$ cat src/rtl/decode_consts.svh
`ifndef DECODE_CONSTS_SVH
`define DECODE_CONSTS_SVH

// Base ISA width, 32 selects RV32I
`define RV_XLEN 64

// Decoded immediates are always this wide, whatever XLEN is
`define RV_IMM_W 32

// Architectural register index
`define RV_REG_W 5

// Program counter carried along with each instruction
`define RV_PC_W 64

`endif
$ cat src/rtl/rv_isa_pkg.sv
`include "decode_consts.svh"

package rv_isa_pkg;

    // Major opcodes in bits [6:0], base integer set plus the ones rejected by decode
    typedef enum logic [6:0] {
        OPCODE_LOAD      = 7'b0000011,
        OPCODE_MISC_MEM  = 7'b0001111,
        OPCODE_OP_IMM    = 7'b0010011,
        OPCODE_AUIPC     = 7'b0010111,
        OPCODE_OP_IMM_32 = 7'b0011011,
        OPCODE_STORE     = 7'b0100011,
        OPCODE_AMO       = 7'b0101111,
        OPCODE_OP        = 7'b0110011,
        OPCODE_LUI       = 7'b0110111,
        OPCODE_OP_32     = 7'b0111011,
        OPCODE_BRANCH    = 7'b1100011,
        OPCODE_JALR      = 7'b1100111,
        OPCODE_JAL       = 7'b1101111,
        OPCODE_SYSTEM    = 7'b1110011
    } opcode_e;

    // funct7 patterns of register-register ops
    typedef enum logic [6:0] {
        F7_BASE   = 7'b0000000,
        F7_MULDIV = 7'b0000001,
        F7_ALT    = 7'b0100000
    } funct7_e;

    // Immediate layouts of the base formats
    typedef enum logic [2:0] {
        IMM_NONE,
        IMM_I,
        IMM_U,
        IMM_S,
        IMM_B,
        IMM_J
    } imm_fmt_e;

    // Raw R-type field split of a 32-bit instruction word
    typedef struct packed {
        logic [6:0]           funct7;
        logic [`RV_REG_W-1:0] rs2;
        logic [`RV_REG_W-1:0] rs1;
        logic [2:0]           funct3;
        logic [`RV_REG_W-1:0] rd;
        opcode_e              opcode;
    } instr_word_t;

endpackage

$ cat src/rtl/decode_pkg.sv
`include "decode_consts.svh"

package decode_pkg;
    import rv_isa_pkg::*;

    typedef struct packed {
        logic [`RV_PC_W-1:0] pc;
        instr_word_t         instr_word;
    } fetched_instr_t;

    // Execution unit that takes the instruction
    typedef enum logic [1:0] {
        ALU,
        MEM,
        BRANCH
    } op_type_e;

    typedef enum logic [2:0] {
        ADD,
        SUB,
        SCC,
        XOR,
        OR,
        AND,
        SHIFT
    } alu_op_e;

    // Compare condition, shared by set-less-than and branches
    typedef enum logic [2:0] {
        CC_EQ,
        CC_NE,
        CC_LT,
        CC_GE,
        CC_LTU,
        CC_GEU,
        CC_TRUE
    } cond_e;

    typedef struct packed {
        logic       is_store;
        logic [1:0] size;
        logic       zeroext;
    } mem_ctrl_t;

    // Control fields from the opcode decoder; use_imm comes from imm_gen
    typedef struct packed {
        op_type_e             op_type;
        alu_op_e              alu_op;
        logic                 shift_left;
        logic                 shift_arith;
        cond_e                condition;
        logic                 is_32;
        logic                 use_pc;
        logic [`RV_REG_W-1:0] rs1;
        logic [`RV_REG_W-1:0] rs2;
        logic [`RV_REG_W-1:0] rd;
        mem_ctrl_t            mem;
        logic                 illegal;
    } dec_ctrl_t;

    typedef struct packed {
        logic [`RV_PC_W-1:0]  pc;
        op_type_e             op_type;
        alu_op_e              alu_op;
        logic                 shift_left;
        logic                 shift_arith;
        cond_e                condition;
        logic                 is_32;
        logic                 use_pc;
        logic                 use_imm;
        logic [`RV_REG_W-1:0] rs1;
        logic [`RV_REG_W-1:0] rs2;
        logic [`RV_REG_W-1:0] rd;
        mem_ctrl_t            mem;
        logic [`RV_IMM_W-1:0] immediate;
        logic                 illegal;
    } decoded_instr_t;

endpackage

$ cat src/rtl/rv_decode_top.sv
`timescale 1ns/1ps
`include "decode_consts.svh"

module rv_decode_top
    import decode_pkg::*;
#(
    parameter int XLEN = `RV_XLEN
) (
    input  logic           clk,
    input  logic           rst_n,
    input  logic           in_valid,
    input  fetched_instr_t in_instr,
    output logic           out_valid,
    output decoded_instr_t out_instr
);

    logic                 fetch_valid;
    fetched_instr_t       fetch_q;
    dec_ctrl_t            ctrl;
    logic [`RV_IMM_W-1:0] immediate;
    logic                 use_imm;
    decoded_instr_t       dec_d;

    decode_pipe_reg #(.payload_t(fetched_instr_t)) in_reg_i (
        .clk       (clk),
        .rst_n     (rst_n),
        .in_valid  (in_valid),
        .in_data   (in_instr),
        .out_valid (fetch_valid),
        .out_data  (fetch_q)
    );

    op_decoder #(.XLEN(XLEN)) op_decoder_i (
        .instr (fetch_q.instr_word),
        .ctrl  (ctrl)
    );

    imm_gen imm_gen_i (
        .instr     (fetch_q.instr_word),
        .immediate (immediate),
        .use_imm   (use_imm)
    );

    assign dec_d = '{
        pc:          fetch_q.pc,
        op_type:     ctrl.op_type,
        alu_op:      ctrl.alu_op,
        shift_left:  ctrl.shift_left,
        shift_arith: ctrl.shift_arith,
        condition:   ctrl.condition,
        is_32:       ctrl.is_32,
        use_pc:      ctrl.use_pc,
        use_imm:     use_imm,
        rs1:         ctrl.rs1,
        rs2:         ctrl.rs2,
        rd:          ctrl.rd,
        mem:         ctrl.mem,
        immediate:   immediate,
        illegal:     ctrl.illegal
    };

    decode_pipe_reg #(.payload_t(decoded_instr_t)) out_reg_i (
        .clk       (clk),
        .rst_n     (rst_n),
        .in_valid  (fetch_valid),
        .in_data   (dec_d),
        .out_valid (out_valid),
        .out_data  (out_instr)
    );

endmodule

$ cat src/rtl/imm_gen.sv
`timescale 1ns/1ps
`include "decode_consts.svh"

module imm_gen
    import rv_isa_pkg::*;
(
    input  instr_word_t          instr,
    output logic [`RV_IMM_W-1:0] immediate,
    output logic                 use_imm
);

    localparam int IMM_W = `RV_IMM_W;

    imm_fmt_e fmt;

    always_comb begin
        unique case (instr.opcode)
            OPCODE_LOAD, OPCODE_OP_IMM, OPCODE_OP_IMM_32, OPCODE_JALR: fmt = IMM_I;
            OPCODE_LUI, OPCODE_AUIPC: fmt = IMM_U;
            OPCODE_STORE: fmt = IMM_S;
            OPCODE_BRANCH: fmt = IMM_B;
            OPCODE_JAL: fmt = IMM_J;
            default: fmt = IMM_NONE;
        endcase
    end

    // Branch and jump offsets go to the PC adder, not the ALU operand
    assign use_imm = (fmt == IMM_I) || (fmt == IMM_U) || (fmt == IMM_S);

    // Bit 31 of the word is the sign in every format
    always_comb begin
        unique case (fmt)
            IMM_I: begin
                immediate = IMM_W'(signed'({instr.funct7, instr.rs2}));
            end
            IMM_U: begin
                immediate = IMM_W'(signed'({instr.funct7, instr.rs2, instr.rs1,
                                            instr.funct3, 12'b0}));
            end
            IMM_S: begin
                immediate = IMM_W'(signed'({instr.funct7, instr.rd}));
            end
            IMM_B: begin
                immediate = IMM_W'(signed'({instr.funct7[6], instr.rd[0],
                                            instr.funct7[5:0], instr.rd[4:1], 1'b0}));
            end
            IMM_J: begin
                immediate = IMM_W'(signed'({instr.funct7[6], instr.rs1, instr.funct3,
                                            instr.rs2[0], instr.funct7[5:0],
                                            instr.rs2[4:1], 1'b0}));
            end
            default: immediate = '0;
        endcase
    end

endmodule

$ cat src/rtl/op_decoder.sv
`timescale 1ns/1ps
`include "decode_consts.svh"

module op_decoder
    import rv_isa_pkg::*;
    import decode_pkg::*;
#(
    parameter int XLEN = `RV_XLEN
) (
    input  instr_word_t instr,
    output dec_ctrl_t   ctrl
);

    if (XLEN != 32 && XLEN != 64) begin : g_xlen_check
        $error("op_decoder supports only RV32I and RV64I");
    end

    always_comb begin
        ctrl           = '0;
        ctrl.op_type   = ALU;
        ctrl.alu_op    = ADD;
        ctrl.condition = CC_EQ;

        unique case (instr.opcode)
            OPCODE_LOAD: begin
                ctrl.op_type     = MEM;
                ctrl.rs1         = instr.rs1;
                ctrl.rd          = instr.rd;
                ctrl.mem.size    = instr.funct3[1:0];
                ctrl.mem.zeroext = instr.funct3[2];
                if (instr.funct3 == 3'b111) begin
                    ctrl.illegal = 1'b1;
                end
                // LD and LWU need a 64-bit base
                if (XLEN == 32 && (instr.funct3[1:0] == 2'b11 || instr.funct3 == 3'b110)) begin
                    ctrl.illegal = 1'b1;
                end
            end

            OPCODE_STORE: begin
                ctrl.op_type      = MEM;
                ctrl.rs1          = instr.rs1;
                ctrl.rs2          = instr.rs2;
                ctrl.mem.is_store = 1'b1;
                ctrl.mem.size     = instr.funct3[1:0];
                if (instr.funct3[2] || (XLEN == 32 && instr.funct3[1:0] == 2'b11)) begin
                    ctrl.illegal = 1'b1;
                end
            end

            // FENCE goes down the pipe as a NOP
            OPCODE_MISC_MEM: begin
                if (instr.funct3 != 3'b000) begin
                    ctrl.illegal = 1'b1;
                end
            end

            OPCODE_OP_IMM: begin
                ctrl.rs1 = instr.rs1;
                ctrl.rd  = instr.rd;
                unique case (instr.funct3)
                    3'b000: ctrl.alu_op = ADD;
                    3'b010: begin
                        ctrl.alu_op    = SCC;
                        ctrl.condition = CC_LT;
                    end
                    3'b011: begin
                        ctrl.alu_op    = SCC;
                        ctrl.condition = CC_LTU;
                    end
                    3'b100: ctrl.alu_op = XOR;
                    3'b110: ctrl.alu_op = OR;
                    3'b111: ctrl.alu_op = AND;
                    3'b001: begin
                        ctrl.alu_op     = SHIFT;
                        ctrl.shift_left = 1'b1;
                        // funct7[0] is shamt[5]
                        if (instr.funct7[6:1] != 6'b0 || (XLEN == 32 && instr.funct7[0])) begin
                            ctrl.illegal = 1'b1;
                        end
                    end
                    default: begin
                        ctrl.alu_op = SHIFT;
                        if (instr.funct7[6:1] == 6'b010000) begin
                            ctrl.shift_arith = 1'b1;
                        end else if (instr.funct7[6:1] != 6'b0) begin
                            ctrl.illegal = 1'b1;
                        end
                        if (XLEN == 32 && instr.funct7[0]) begin
                            ctrl.illegal = 1'b1;
                        end
                    end
                endcase
            end

            OPCODE_OP_IMM_32: begin
                if (XLEN == 32) begin
                    ctrl.illegal = 1'b1;
                end else begin
                    ctrl.rs1   = instr.rs1;
                    ctrl.rd    = instr.rd;
                    ctrl.is_32 = 1'b1;
                    unique case (instr.funct3)
                        3'b000: ctrl.alu_op = ADD;
                        3'b001: begin
                            ctrl.alu_op     = SHIFT;
                            ctrl.shift_left = 1'b1;
                            if (instr.funct7 != F7_BASE) begin
                                ctrl.illegal = 1'b1;
                            end
                        end
                        3'b101: begin
                            ctrl.alu_op = SHIFT;
                            if (instr.funct7 == F7_ALT) begin
                                ctrl.shift_arith = 1'b1;
                            end else if (instr.funct7 != F7_BASE) begin
                                ctrl.illegal = 1'b1;
                            end
                        end
                        default: ctrl.illegal = 1'b1;
                    endcase
                end
            end

            OPCODE_OP, OPCODE_OP_32: begin
                ctrl.rs1   = instr.rs1;
                ctrl.rs2   = instr.rs2;
                ctrl.rd    = instr.rd;
                ctrl.is_32 = (instr.opcode == OPCODE_OP_32);
                if (instr.opcode == OPCODE_OP_32 && XLEN == 32) begin
                    ctrl.illegal = 1'b1;
                end
                unique casez ({instr.funct7, instr.funct3})
                    {F7_BASE, 3'b000}: ctrl.alu_op = ADD;
                    {F7_ALT,  3'b000}: ctrl.alu_op = SUB;
                    {F7_BASE, 3'b001}: begin
                        ctrl.alu_op     = SHIFT;
                        ctrl.shift_left = 1'b1;
                    end
                    {F7_BASE, 3'b101}: ctrl.alu_op = SHIFT;
                    {F7_ALT,  3'b101}: begin
                        ctrl.alu_op      = SHIFT;
                        ctrl.shift_arith = 1'b1;
                    end
                    {F7_BASE, 3'b010}, {F7_BASE, 3'b011}: begin
                        ctrl.alu_op    = SCC;
                        ctrl.condition = instr.funct3[0] ? CC_LTU : CC_LT;
                    end
                    {F7_BASE, 3'b100}: ctrl.alu_op = XOR;
                    {F7_BASE, 3'b110}: ctrl.alu_op = OR;
                    {F7_BASE, 3'b111}: ctrl.alu_op = AND;
                    // No M extension in this core
                    {F7_MULDIV, 3'b???}: ctrl.illegal = 1'b1;
                    default: ctrl.illegal = 1'b1;
                endcase
                // Word forms exist only for add, sub and shifts
                if (ctrl.is_32 && ctrl.alu_op != ADD && ctrl.alu_op != SUB
                        && ctrl.alu_op != SHIFT) begin
                    ctrl.illegal = 1'b1;
                end
            end

            OPCODE_LUI: begin
                ctrl.rd = instr.rd;
            end

            OPCODE_AUIPC: begin
                ctrl.rd     = instr.rd;
                ctrl.use_pc = 1'b1;
            end

            OPCODE_BRANCH: begin
                ctrl.op_type = BRANCH;
                ctrl.rs1     = instr.rs1;
                ctrl.rs2     = instr.rs2;
                ctrl.use_pc  = 1'b1;
                unique case (instr.funct3)
                    3'b000: ctrl.condition = CC_EQ;
                    3'b001: ctrl.condition = CC_NE;
                    3'b100: ctrl.condition = CC_LT;
                    3'b101: ctrl.condition = CC_GE;
                    3'b110: ctrl.condition = CC_LTU;
                    3'b111: ctrl.condition = CC_GEU;
                    default: ctrl.illegal = 1'b1;
                endcase
            end

            OPCODE_JAL: begin
                ctrl.op_type   = BRANCH;
                ctrl.rd        = instr.rd;
                ctrl.use_pc    = 1'b1;
                ctrl.condition = CC_TRUE;
            end

            OPCODE_JALR: begin
                ctrl.op_type   = BRANCH;
                ctrl.rs1       = instr.rs1;
                ctrl.rd        = instr.rd;
                ctrl.condition = CC_TRUE;
                if (instr.funct3 != 3'b000) begin
                    ctrl.illegal = 1'b1;
                end
            end

            // Known to the ISA but not handled here
            OPCODE_SYSTEM, OPCODE_AMO: ctrl.illegal = 1'b1;

            default: ctrl.illegal = 1'b1;
        endcase
    end

endmodule

$ cat src/rtl/decode_pipe_reg.sv
`timescale 1ns/1ps

module decode_pipe_reg #(
    parameter type payload_t = logic
) (
    input  logic     clk,
    input  logic     rst_n,
    input  logic     in_valid,
    input  payload_t in_data,
    output logic     out_valid,
    output payload_t out_data
);

    always_ff @(posedge clk) begin
        if (!rst_n) begin
            out_valid <= 1'b0;
        end else begin
            out_valid <= in_valid;
        end
    end

    // Payload only moves with a valid strobe
    always_ff @(posedge clk) begin
        if (in_valid) begin
            out_data <= in_data;
        end
    end

    // Downstream stages rely on a clean valid once running
    a_valid_known: assert property (
        @(posedge clk) disable iff (!rst_n) !$isunknown(out_valid)
    );

    // Nothing leaves the stage in the cycle after a reset cycle
    a_valid_after_reset: assert property (
        @(posedge clk) !rst_n |=> !out_valid
    );

endmodule

$ cat config.mk
export PLATFORM = sky130hd
export DESIGN_NAME = rv_decode_top
export DESIGN_NICKNAME = d
export VERILOG_FILES = /design/src/rtl/rv_isa_pkg.sv /design/src/rtl/decode_pkg.sv /design/src/rtl/rv_decode_top.sv /design/src/rtl/imm_gen.sv /design/src/rtl/op_decoder.sv /design/src/rtl/decode_pipe_reg.sv
export VERILOG_INCLUDE_DIRS = /design/src /design/src/rtl
export SDC_FILE = /design/constraint.sdc
export NUM_CORES = 1
export LEC_CHECK = 0
export BUFFER_PORTS_ARGS = -buffer_cell sky130_fd_sc_hd__buf_2
export CAP_MARGIN = 10
export CORE_MARGIN = 8
export CORE_UTILIZATION = 40
export CTS_CLUSTER_SIZE = 16
export DETAILED_ROUTE_END_ITERATION = 10
export PLACE_DENSITY = 0.69
export SLEW_MARGIN = 15
export SYNTH_ARGS = -nofsm -noshare
export SYNTH_HDL_FRONTEND = slang
export SYNTH_SLANG_ARGS = --single-unit
$ cat constraint.sdc
create_clock -name clk -period 5.08 [get_ports clk]
set_clock_uncertainty 0.05 [all_clocks]
set_input_delay 0.254 -clock clk [delete_from_list [all_inputs] [get_ports clk]]
set_output_delay 0.254 -clock clk [all_outputs]
set_load 0.1 [all_outputs]
### Word level (Yosys, flattened, before mapping)

Index checks and enable logic that the tools add are counted.
W data, S select, Z words.

| storage, ports and cells | value |
|---|---|
| bits in latches | 0 |
| memory bits (read-only) | 0 |
| memories kept | 0 |
| RAM bits | 0 |
| output and inout bits | 130 |
| input bits | 99 |
| register bits | 227 |

| cells by class | value |
|---|---|
| div/mod/pow operators | 0 |
| add/subtract/negate cells | 0 |
| muxes and demuxes | 36 |
| equality and inequality tests | 37 |
| magnitude comparators | 0 |
| reduce and logical (&&, ||, !) cells | 31 |
| bitwise gates (word level) | 0 |
| multipliers | 0 |
| shift operators | 0 |

Operator list:

| kind | count |
|---|---|
| $pmux W32 S5 | 1 |
| $pmux W3 S5 | 3 |
| $eq A10 B3 Y1 const B | 4 |
| $eq A7 B6 Y1 const B | 5 |
| $eq A7 B5 Y1 const B | 3 |
| $eq A7 B7 Y1 const B | 3 |
| $eq A10 B2 Y1 const B | 2 |
| $eq A10 B9 Y1 const B | 2 |
| $mux W1 | 19 |
| $eq A3 B3 Y1 const B | 6 |
| $pmux W3 S6 | 1 |
| $reduce_or A2 Y1 | 8 |
| $pmux W5 S3 | 1 |
| $eq A3 B2 Y1 const B | 4 |
| $mux W3 | 4 |
| $pmux W3 S4 | 1 |
| $reduce_or A3 Y1 | 4 |
| $reduce_or A6 Y1 | 2 |
| $eq A10 B1 Y1 const B | 1 |
| $logic_not A10 Y1 | 1 |
| $reduce_or A10 Y1 | 1 |
| $reduce_or A9 Y1 | 1 |
| $pmux W1 S8 | 1 |
| $reduce_or A4 Y1 | 2 |
| other kinds (18) | 24 |

### Logic depth before layout (Yosys ltp)

Gate-level depths: netlist of the first run.

| logic depth | value |
|---|---|
| word-level depth | 10 |
| mapped depth | 7 |

### Hierarchy

From an unflattened synthesis of the first run, not the netlist that was laid out.

| unflattened totals | value |
|---|---|
| cell total of the unflattened synthesis | 432 |
| area total of the unflattened synthesis | 8229.1 sq um |

By module, submodules not included:

| module | area an instance (sq um) | cells an instance | instances |
|---|---|---|---|
| decode_pipe_reg (out_reg_i) | 3900.0 | 131 | 1 |
| decode_pipe_reg (in_reg_i) | 2909.0 | 98 | 1 |
| op_decoder | 837.1 | 130 | 1 |
| imm_gen | 583.1 | 73 | 1 |

### Worst setup path before layout of the first run

Ideal clock, no wire load.

| path | value |
|---|---|
| kind | reg2reg |
| start | reg in_reg_i.out_valid |
| end | reg out_reg_i.out_data[0] (netlist bit) (enable) |
| clock period less this slack | 3.657 ns |
| library setup time | 0.500 ns |
| stages on the path, launching flop included | 1 |
| path slack | 1.423 ns |
| data arrival time | 3.107 ns |
| cells stage by stage | dfxtp_1 |

RTL lines:

| what | line | source |
|---|---|---|
| start: declaration | decode_pipe_reg.sv:10 | `output logic out_valid,` |
| start signal: assignment | decode_pipe_reg.sv:18 | `out_valid <= in_valid;` |
| end signal: assignment | decode_pipe_reg.sv:25 | `out_data <= in_data;` |
| end: declaration | decode_pipe_reg.sv:11 | `output payload_t out_data` |

No word-level cell between the ends.

### Worst setup path after layout of the first run

| path | value |
|---|---|
| start | reg in_reg_i.out_data[2] (netlist bit) |
| end | reg out_reg_i.out_data[26] (netlist bit), data pin |

| between the ends | value |
|---|---|
| cells in the longest elaborated chain, start to end | 5 |
| elaborated cells between the ends (all ways) | 18 |
| classes of those cells | eq/ne (14); mux (2); reduce/logical (2) |

RTL lines:

| what | line | source |
|---|---|---|
| start: declaration | decode_pipe_reg.sv:11 |  |
| start signal: assignment | decode_pipe_reg.sv:25 |  |
| $eq A7 B2 Y1 (tied with other cells) | imm_gen.sv:17 | `unique case (instr.opcode)` |
| $reduce_or A4 Y1 / $reduce_or A2 Y1 (equally long branches) | imm_gen.sv:17 |  |
| $pmux W3 S5 * | imm_gen.sv:17 |  |
| $eq A3 B3 Y1 (tied with other cells) | imm_gen.sv:32 | `unique case (fmt)` |
| $pmux W32 S5 * | imm_gen.sv:32 |  |
| net imm_gen_i.immediate[25] | imm_gen.sv:8 | `` output logic [`RV_IMM_W-1:0] immediate, `` |

The timed path passes the listed nets; every way through them passes the cells marked *.
A chain may end at the register's enable or synchronous reset.

==> results of run 1 <==
==> registers in the layout, indices dropped and copies added (netlist names) <==
name                 count
in_reg_i.out_data       96
in_reg_i.out_valid       1
out_reg_i.out_data     129
out_reg_i.out_valid      1
==> timing repair <==
action	in CTS	in global routing
setup endpoints to repair	0	0
endpoints found under the hold margin	98	0
hold buffers	97	0
==> path summary, 6_finish.rpt <==
| kind | endpoint | slack, ns |
|---|---|---|
| max | out_reg_i.out_data[26] | 2.83 |
| min | in_reg_i.out_data[69] | 0.23 |
| max reg2reg | out_reg_i.out_data[26] | 2.83 |
| min reg2reg | out_reg_i.out_data[122] | 0.36 |
==> power groups by stage <==
stage	Clock (mW)	Combinational [mW]	Sequential [mW]
2_1_floorplan	0	0.0757	2.81
3_3_place_gp	0	0.703	2.33
3_5_place_dp	0	0.707	2.34
4_1_cts	1.68	0.767	2.30
5_1_grt	1.76	0.805	2.31
6_report	1.65	0.780	2.29
==> Yosys cell counts, types with 3 or more instances <==
master	number	share of area, %
clkbuf_1	9	0.42
a21o_1	21	2.0
and3_1	11	0.86
nand3_1	4	0.25
inv_1	6	0.28
nand4_1	3	0.23
nand2_1	18	0.84
a21oi_1	8	0.50
o21ai_0	4	0.25
a31oi_1	3	0.23
o32ai_1	3	0.33
nor3_1	7	0.44
nor2b_1	4	0.31
and2_1	21	1.6
a22o_1	4	0.44
nor2_1	20	0.94
edfxtp_1	225	84
buf_2	7	0.44
==> metal layers <==
layer / share of wire [%] / vias to the layer above / wire (µm) / GRT usage, %
li1: - / 2328 / - / -
met2: 50 / 257 / 10700 / 29.51
met5: 0 / - / 0 / 0
met4: 2.0 / 0 / 436 / 4.533
met3: 12 / 31 / 2488 / 7.043
met1: 36 / 2405 / 7702 / 18.48
==> area by class of cell <==
cell class	count	area, µm²	share of cell area [%]
well taps	270	337.8	3.027
repair buffers	328	2157	19.33
inverters	7	26.28	0.2354
clock buffers	24	579.3	5.190
multi-input cells	171	1104	9.887
flip-flops and latches	227	6800	60.92
clock inverters	17	157.7	1.412
==> logic make-up after synthesis <==
kind of cell,share of synthesized area [%]
DFF,84.73
and+or+nand+nor,7.004
xor gates and xnor gates,0.1092
buffers and inverters,1.513
AOI/OAI and AO/OA,6.645
==> metrics by stage <==
stage               std cells  instance area [µm²]  setup slack [ns]  util (%)
CTS                      1043                11130             2.845     55.74
finish                   1044                11160             2.827     55.88
global placement          905                 9427             2.947     47.19
detailed placement        905                 9427             2.867     47.19
floorplan                 424                 8021             1.423         -
global route             1044                11160             2.614     55.88
==> flow_summary.yaml, run 1 <==
status:
  outcome: "complete, no violations"
clocking:
  clk_latency_ns: 0.50
  cts_setup_buffers: 0
  clkSlewWorstSetupHoldPaths_ns: 0.06
  cts_resized: 0
  cts_tree: "yes"
  cts_root_buf: "clkbuf_16"
  numCtsBuffers: 23
  h-tree-depth: 1
  cts_buffer_depth: 3
  cts_num_sinks: 227
worst_setup_path:
  slowest_delay_ns: 0.63
  crit_arrival_ns: 2.57
  cp_num_buf_inv: 0
  ff2ff_path_depth: 5
  crit_family: "simple AND/OR/NAND/NOR gates"
  worst_setup_path_start_kind: "flip-flop"
  path_cells: "nor2_1, o211ai_2, a21oi_2, and2_1, a21o_1"
  crit_type: "reg2reg"
  critPathRequiredTime_ns: 5.40
  worstPathMaxFanout: 16
  path_depth: 5
  r2r_start: "in_reg_i.out_data[2]"
  end_kind: "flip-flop"
  cp_slowest_cell: "edfxtp_1"
  critPathLaunch: "in_reg_i.out_data[2]"
synthesis:
  yosysSeqAreaShare_pct: 84.73
  ys_async_sr_fraction_pct: 0
  synth-edff-count: 225
  syn_area_um2: 8021
  yosysUniqueCellTypes: 56
  syn_area_per_cell_um2: 18.92
  synthesis.nets: 523
  ys.flop_type: "edfxtp_1"
  synth_cells: 424
  ys_seq_elements: 227
  synth_warnings: 0
route:
  dr.pass1.iters: 5
  viasPerCell: 4.809
  drc: 0
  drt_iter0_drc: 362
  ant_nets: 0
  vias: 5021
  wl_mm: 21.33
  wire_per_inst_um: 20.43
floorplan:
  fp.coreArea_um2: 19970
  die_w_um: 157.6
  start_util_pct: 40.16
  boundaryPins: 229
  rows: 52
  die_h_um: 157.6
  dieArea_um2: 24840
global_routing:
  antenna_found_initial: 0
  grt_pass1_vias: 5395
  grt_pass1_wl_mm: 31.53
  gr-usage-all-layers_pct: 16.83
  grt.overflow.total: 0
  grt_max_degree: 96
job:
  maxCapViolCount: 0
layout:
  most-common-layout-cells: "buf_2 (227), edfxtp_1 (225), dlygate4sd3_1 (97)"
  final_common_cell: "buf_2"
  fillers: 1565
  layout-drive-gt1-share_pct: 35.92
  diodes: 0
  nets: 857
  area_growth_syn_to_layout_pct: 39.15
placement:
  portBuffers: 228
  gp_congestion: 0.8605
  dp_hpwl_mm: 13.96
sta:
  hold_viol_final: 0
  worst_pin_slew_ns: 0.8390
  slew_violations: 0
  slew_headroom_pct: 43.86
  rsz0062_at_grt: "no"
  timing.hold.ws_ns: 0.2275
  setup_viol: 0
  clock.fmax_mhz: 443.9
  post-route-period-util_pct: 44.35
  finalWorstPathRequiredPeriod_ns: 2.253
  finalSetupTns_ns: 0
hold_path:
  hold_path_depth: 1
  worstHoldStart: "in_valid"
  worstHoldPathType: "in2reg"
power:
  p_per_area_nw_per_um2: 423.1
  leakage_nw: 4.331
  p_sw_mw: 1.384
  pwr-share-seq_pct: 48.5
  p_int_mw: 3.338
  ir_drop_mv: 0.3294
  sw_frac_of_total_pct: 29.32
  power_frac_clock_pct: 35.0
  power.total_mw: 4.722
  combPwrFrac_pct: 16.5
No activity file was read; power rests on OpenSTA's default activity.
==> run 2, diff against run 1 <==
--- a/config.mk
+++ b/config.mk
@@ -12,7 +12,7 @@
 export CORE_UTILIZATION = 40
 export CTS_CLUSTER_SIZE = 16
 export DETAILED_ROUTE_END_ITERATION = 10
-export PLACE_DENSITY = 0.69
+export PLACE_DENSITY = 0.72
 export SLEW_MARGIN = 15
 export SYNTH_ARGS = -nofsm -noshare
 export SYNTH_HDL_FRONTEND = slang
==> constraint.sdc (replaced) <==
create_clock -name clk -period 2 [get_ports clk]
set_clock_uncertainty 0.05 [all_clocks]
set_input_delay 0.1 -clock clk [delete_from_list [all_inputs] [get_ports clk]]
set_output_delay 0.1 -clock clk [all_outputs]
set_load 0.1 [all_outputs]
==> run 2 against run 1 <==
  * Cell area increased by 2.1%
  * Sequential share of layout area decreased by 1.2 points
  * Global-route usage fell by 1.8 points
  * Total power grew to 2.6 times the previous value
  * Critical endpoint is now out_reg_i.out_data[20]
  * Largest cell class unchanged
  * Routed wire length is 10% lower
==> flow_summary.yaml, run 2 (synthesis results as in run 1) <==
placement:
  post-place-ws_ns: 0.1025
  dp_hpwl_mm: 12.97
  gp_congestion: 0.9220
  placed_cells: 930
  place_area_um2: 9652
  portBuffers: 228
status:
  outcome: "complete, no violations"
sta:
  worst_slack_ns: 0.1463
  slew_headroom_pct: 64.43
  worst_pin_slew_ns: 0.5372
  clock.fmax_mhz: 539.5
  rsz0062_at_grt: "no"
  slew_violations: 0
  timing.hold.ws_ns: 0.02098
  hold_viol_final: 0
  setup_viol: 0
  finalWorstPathRequiredPeriod_ns: 1.854
  post-route-period-util_pct: 92.69
  finalSetupTns_ns: 0
clocking:
  clk_latency_ns: 0.51
  clkSlewWorstSetupHoldPaths_ns: 0.06
  cts_num_sinks: 227
  cts_root_buf: "clkbuf_16"
  cts_tree: "yes"
  cts_buffer_depth: 3
  numCtsBuffers: 24
  h-tree-depth: 1
route:
  drt_iter0_drc: 269
  route.met3.wl_mm: 2.045
  routed.top_layer: "met4"
  wl_mm: 19.18
  wl_met1_mm: 6.785
  dr_wl_met2_mm: 9.813
  vias: 5056
  drc: 0
  viasPerCell: 4.716
  dr.pass1.iters: 4
  wire_per_inst_um: 17.89
  ant_nets: 0
global_routing:
  antenna_found_initial: 1
  grt.overflow.total: 0
  gr-usage-all-layers_pct: 15.02
  grt_pass1_vias: 5353
  grt_pass1_wl_mm: 28.82
  grt_max_degree: 74
hold_path:
  hold_path_depth: 1
  worstHoldPathType: "in2reg"
worst_setup_path:
  cp_slowest_cell: "edfxtp_1"
  crit_family: "compound AO/OA/AOI/OAI gates"
  worst_setup_path_start_kind: "flip-flop"
  cpMostUsedCell: "a21o_1"
  path_depth: 5
  worstPathMaxFanout: 8
  crit_type: "reg2reg"
  path_cells: "nand3b_4, or2_1, a21o_1, a21boi_4, a21o_1"
  cp_num_buf_inv: 0
  crit_arrival_ns: 2.16
  end_kind: "flip-flop"
  slowest_delay_ns: 0.51
  critPathRequiredTime_ns: 2.31
  ff2ff_path_depth: 5
layout:
  area_growth_syn_to_layout_pct: 42.02
  nets: 882
  reg_top3: "out_reg_i.out_data: 129 flops, in_reg_i.out_data: 96 flops"
  final_area_um2: 11390
  layout-drive-gt1-share_pct: 38.13
  most-common-layout-cells: "buf_2 (227), edfxtp_1 (225), dlygate4sd3_1 (97)"
  final_common_cell: "buf_2"
  fin_cells: 1072
  regMostFlops: "out_reg_i.out_data"
  largest_reg_flops: 129
  final_util_pct: 57.03
floorplan:
  die_w_um: 157.6
  dieArea_um2: 24840
  die_h_um: 157.6
  boundaryPins: 229
  rows: 52
  start_util_pct: 40.16
  fp.coreArea_um2: 19970
job:
  maxCapViolCount: 0
power:
  ir_drop_mv: 0.8993
  leakage_nw: 4.470
  p_per_area_nw_per_um2: 1059
  power.total_mw: 12.06
run 2: cell types whose count changed in the layout (fill, tap and decap cells not counted), sizes merged:
cell | previous run | this run
clkinvlp | 2 | 0
diode | 0 | 2
bufinv | 3 | 2
clkbuf | 24 | 31
inv | 7 | 8
buf | 231 | 255
clkinv | 12 | 9
run 2: what timing repair did:
action                     in CTS  in global routing
buffers inserted                0                  0
hold endpoints to repair       98                  0
setup endpoints to repair       0                 13
gates resized for setup         0                  3
hold buffers                   97                  0
run 2: area by class of cell:
type / instances / area, µm²
Fill cell: 1557 / 8582
Timing Repair Buffer: 352 / 2355
Clock buffer: 31 / 648.1
Tap cell: 270 / 337.8
Multi-Input combinational cell: 171 / 1110
Inverter: 7 / 26.28
Sequential cell: 227 / 6800
Clock inverter: 12 / 110.1
Antenna cell: 2 / 5.005
run 2: worst reg2reg max path: cells and delay by family, from the launching register on:
family / cells / cell delay [ns]
AOI/OAI and AO/OA: 3 / 0.65
and+or+nand+nor: 2 / 0.49
DFF: 1 / 0.51
run 2: path summary, 6_finish.rpt:
path / startpoint / to / slack [ns]
worst min register to register: in_reg_i.out_data[91] / out_reg_i.out_data[124] / 0.35
worst max-delay path: in_reg_i.out_data[4] / out_reg_i.out_data[20] / 0.15
worst min-delay path: in_valid / in_reg_i.out_data[53] / 0.02
worst max register to register: in_reg_i.out_data[4] / out_reg_i.out_data[20] / 0.15
run 2: layer usage:
layer	up-vias	global-route usage, %
met4	0	5.077
met3	43	5.842
met2	234	26.73
met5	-	0
li1	2375	-
met1	2404	16.04
run 2: report_power, final:
part	total (mW)	switching, mW	internal (mW)
Sequential	5.74	0.127	5.62
Clock	4.24	1.70	2.54
Combinational	2.08	1.66	0.422
Total	12.1	3.48	8.58
==> run 3, diff against run 2 <==
--- a/config.mk
+++ b/config.mk
@@ -12,7 +12,9 @@
 export CORE_UTILIZATION = 40
 export CTS_CLUSTER_SIZE = 16
 export DETAILED_ROUTE_END_ITERATION = 10
+export HOLD_SLACK_MARGIN = 0.05
 export PLACE_DENSITY = 0.72
+export RECOVER_POWER = 50
 export SLEW_MARGIN = 15
 export SYNTH_ARGS = -nofsm -noshare
 export SYNTH_HDL_FRONTEND = slang
==> run 3 against run 2 <==
  * Combinational power about the same
  * Clock-buffer cell count unchanged
  * Routed wire length up 0.82%
  * Cell count about the same
  * Sequential power about the same
  * Setup slack worse by 0.0020 ns
  * Sequential share of layout area up 0.13 points
  * Critical path depth unchanged
  * Total power about the same
  * Worst hold slack better by 0.23 ns
  * Largest cell class unchanged
==> flow_summary.yaml, run 3 (synthesis results as in run 1) <==
sta:
  clock.fmax_mhz: 538.9
  slew_violations: 0
  setup_viol: 0
  worst_pin_slew_ns: 1.001
  finalSetupTns_ns: 0
  slew_headroom_pct: 33.27
  post-route-period-util_pct: 92.79
  hold_viol_final: 0
  finalWorstPathRequiredPeriod_ns: 1.856
  rsz0062_at_grt: "no"
route:
  drc: 0
  drt_iter0_drc: 279
  vias: 5051
  wire_per_inst_um: 18.02
  viasPerCell: 4.707
  ant_nets: 0
  dr.pass1.iters: 6
  wl_mm: 19.34
global_routing:
  grt_pass1_wl_mm: 28.97
  grt.overflow.total: 0
  antenna_found_initial: 1
  grt_max_degree: 74
  grt_pass1_vias: 5366
  gr-usage-all-layers_pct: 15.10
worst_setup_path:
  slowest_delay_ns: 0.51
  cpMostUsedCell: "a21o_1"
  end_kind: "flip-flop"
  crit_family: "compound AO/OA/AOI/OAI gates"
  cp_num_buf_inv: 0
  critPathRequiredTime_ns: 2.31
  cp_slowest_cell: "edfxtp_1"
  worst_setup_path_start_kind: "flip-flop"
  r2r_slack_ns: 0.14
  worstPathMaxFanout: 8
  path_cells: "nand3b_4, or2_1, a21o_1, a21boi_4, a21o_1"
  crit_arrival_ns: 2.17
  crit_type: "reg2reg"
floorplan:
  rows: 52
  start_util_pct: 40.16
  dieArea_um2: 24840
  die_h_um: 157.6
  die_w_um: 157.6
  fp.coreArea_um2: 19970
  boundaryPins: 229
clocking:
  cts_num_sinks: 227
  numCtsBuffers: 24
  clk_latency_ns: 0.51
  cts_buffer_depth: 3
  cts_tree: "yes"
  h-tree-depth: 1
  cts_root_buf: "clkbuf_16"
  clkSlewWorstSetupHoldPaths_ns: 0.06
hold_path:
  worstHoldPathType: "in2reg"
job:
  maxCapViolCount: 0
layout:
  layout-drive-gt1-share_pct: 37.33
  largest_reg_flops: 129
  fin_cells: 1073
  reg_top3: "out_reg_i.out_data: 129 flops, in_reg_i.out_data: 96 flops"
  regMostFlops: "out_reg_i.out_data"
  nets: 883
  area_growth_syn_to_layout_pct: 41.65
  most-common-layout-cells: "edfxtp_1 (225), buf_2 (223), dlygate4sd3_1 (98)"
  fillers: 1564
  final_common_cell: "edfxtp_1"
placement:
  gp_congestion: 0.9220
  portBuffers: 228
  dp_hpwl_mm: 12.97
  placed_cells: 930
power:
  leakage_nw: 4.451
  ir_drop_mv: 0.8994
  p_per_area_nw_per_um2: 1062
status:
  outcome: "complete, no violations"
==> run 3: cell types whose count changed in the layout (fill, tap and decap cells not counted), sizes merged <==
cell         delta
buf             -7
clkbuf          +7
dlygate4sd3     +1
==> run 3: layout make-up <==
cell class	count	area, µm²	area share, %
inverter	7	26.28	0.2313
tap	270	337.8	2.973
multi-input combinational	171	1110	9.768
sequential	227	6797	59.82
clock inverter	12	110.1	0.9691
timing repair buffer	353	2328	20.49
antenna	2	5.005	0.04405
clock buffer	31	648.1	5.704
==> run 3: stage by stage <==
| stage | power [mW] | instance area (µm²) | setup slack, ns | util, % | hold WS [ns] |
|---|---|---|---|---|---|
| finish | 12.07 | 11360 | 0.1443 | 56.88 | 0.2524 |
| global route | 12.46 | 11360 | 0.04987 | 56.88 | 0.2383 |
| CTS | 12.16 | 11390 | 0.07306 | 57.03 | 0.2264 |
| detailed placement | 7.764 | 9652 | 0.1025 | 48.32 | 0.2281 |
| global placement | 7.740 | 9652 | 0.1781 | 48.32 | 0.2260 |
| floorplan | 7.309 | 8025 | 0.2498 | - | 0.1489 |
==> run 3: final timing paths <==
kind,to,start,cells after the start
max,out_reg_i.out_data[20],in_reg_i.out_data[4],5
min reg2reg,out_reg_i.out_data[124],in_reg_i.out_data[91],0
max reg2reg,out_reg_i.out_data[20],in_reg_i.out_data[4],5
min,in_reg_i.out_data[43],in_instr[43],2
==> run 3: power by group <==
part / internal, mW / switching (mW) / leakage [nW] / total (mW)
logic: 0.415 / 1.66 / 1.98 / 2.07
registers: 5.62 / 0.126 / 2.09 / 5.74
clock network: 2.54 / 1.71 / 0.376 / 4.25
==> run 3: routing by layer <==
layer	global-route usage, %	vias to the layer above	part of all wire (%)
met1	16.27	2392	36
met2	26.93	245	51
met3	5.569	36	10
met5	0	-	0
met4	5.077	0	2.5
li1	-	2378	-
==> run 3: repair_timing <==
| item | in CTS | in global routing |
|---|---|---|
| hold buffers | 98 | 0 |
| buffers inserted | 0 | 0 |
| gates resized for setup | 0 | 3 |
| setup endpoints to repair | 0 | 13 |
| endpoints found under the hold margin | 124 | 0 |
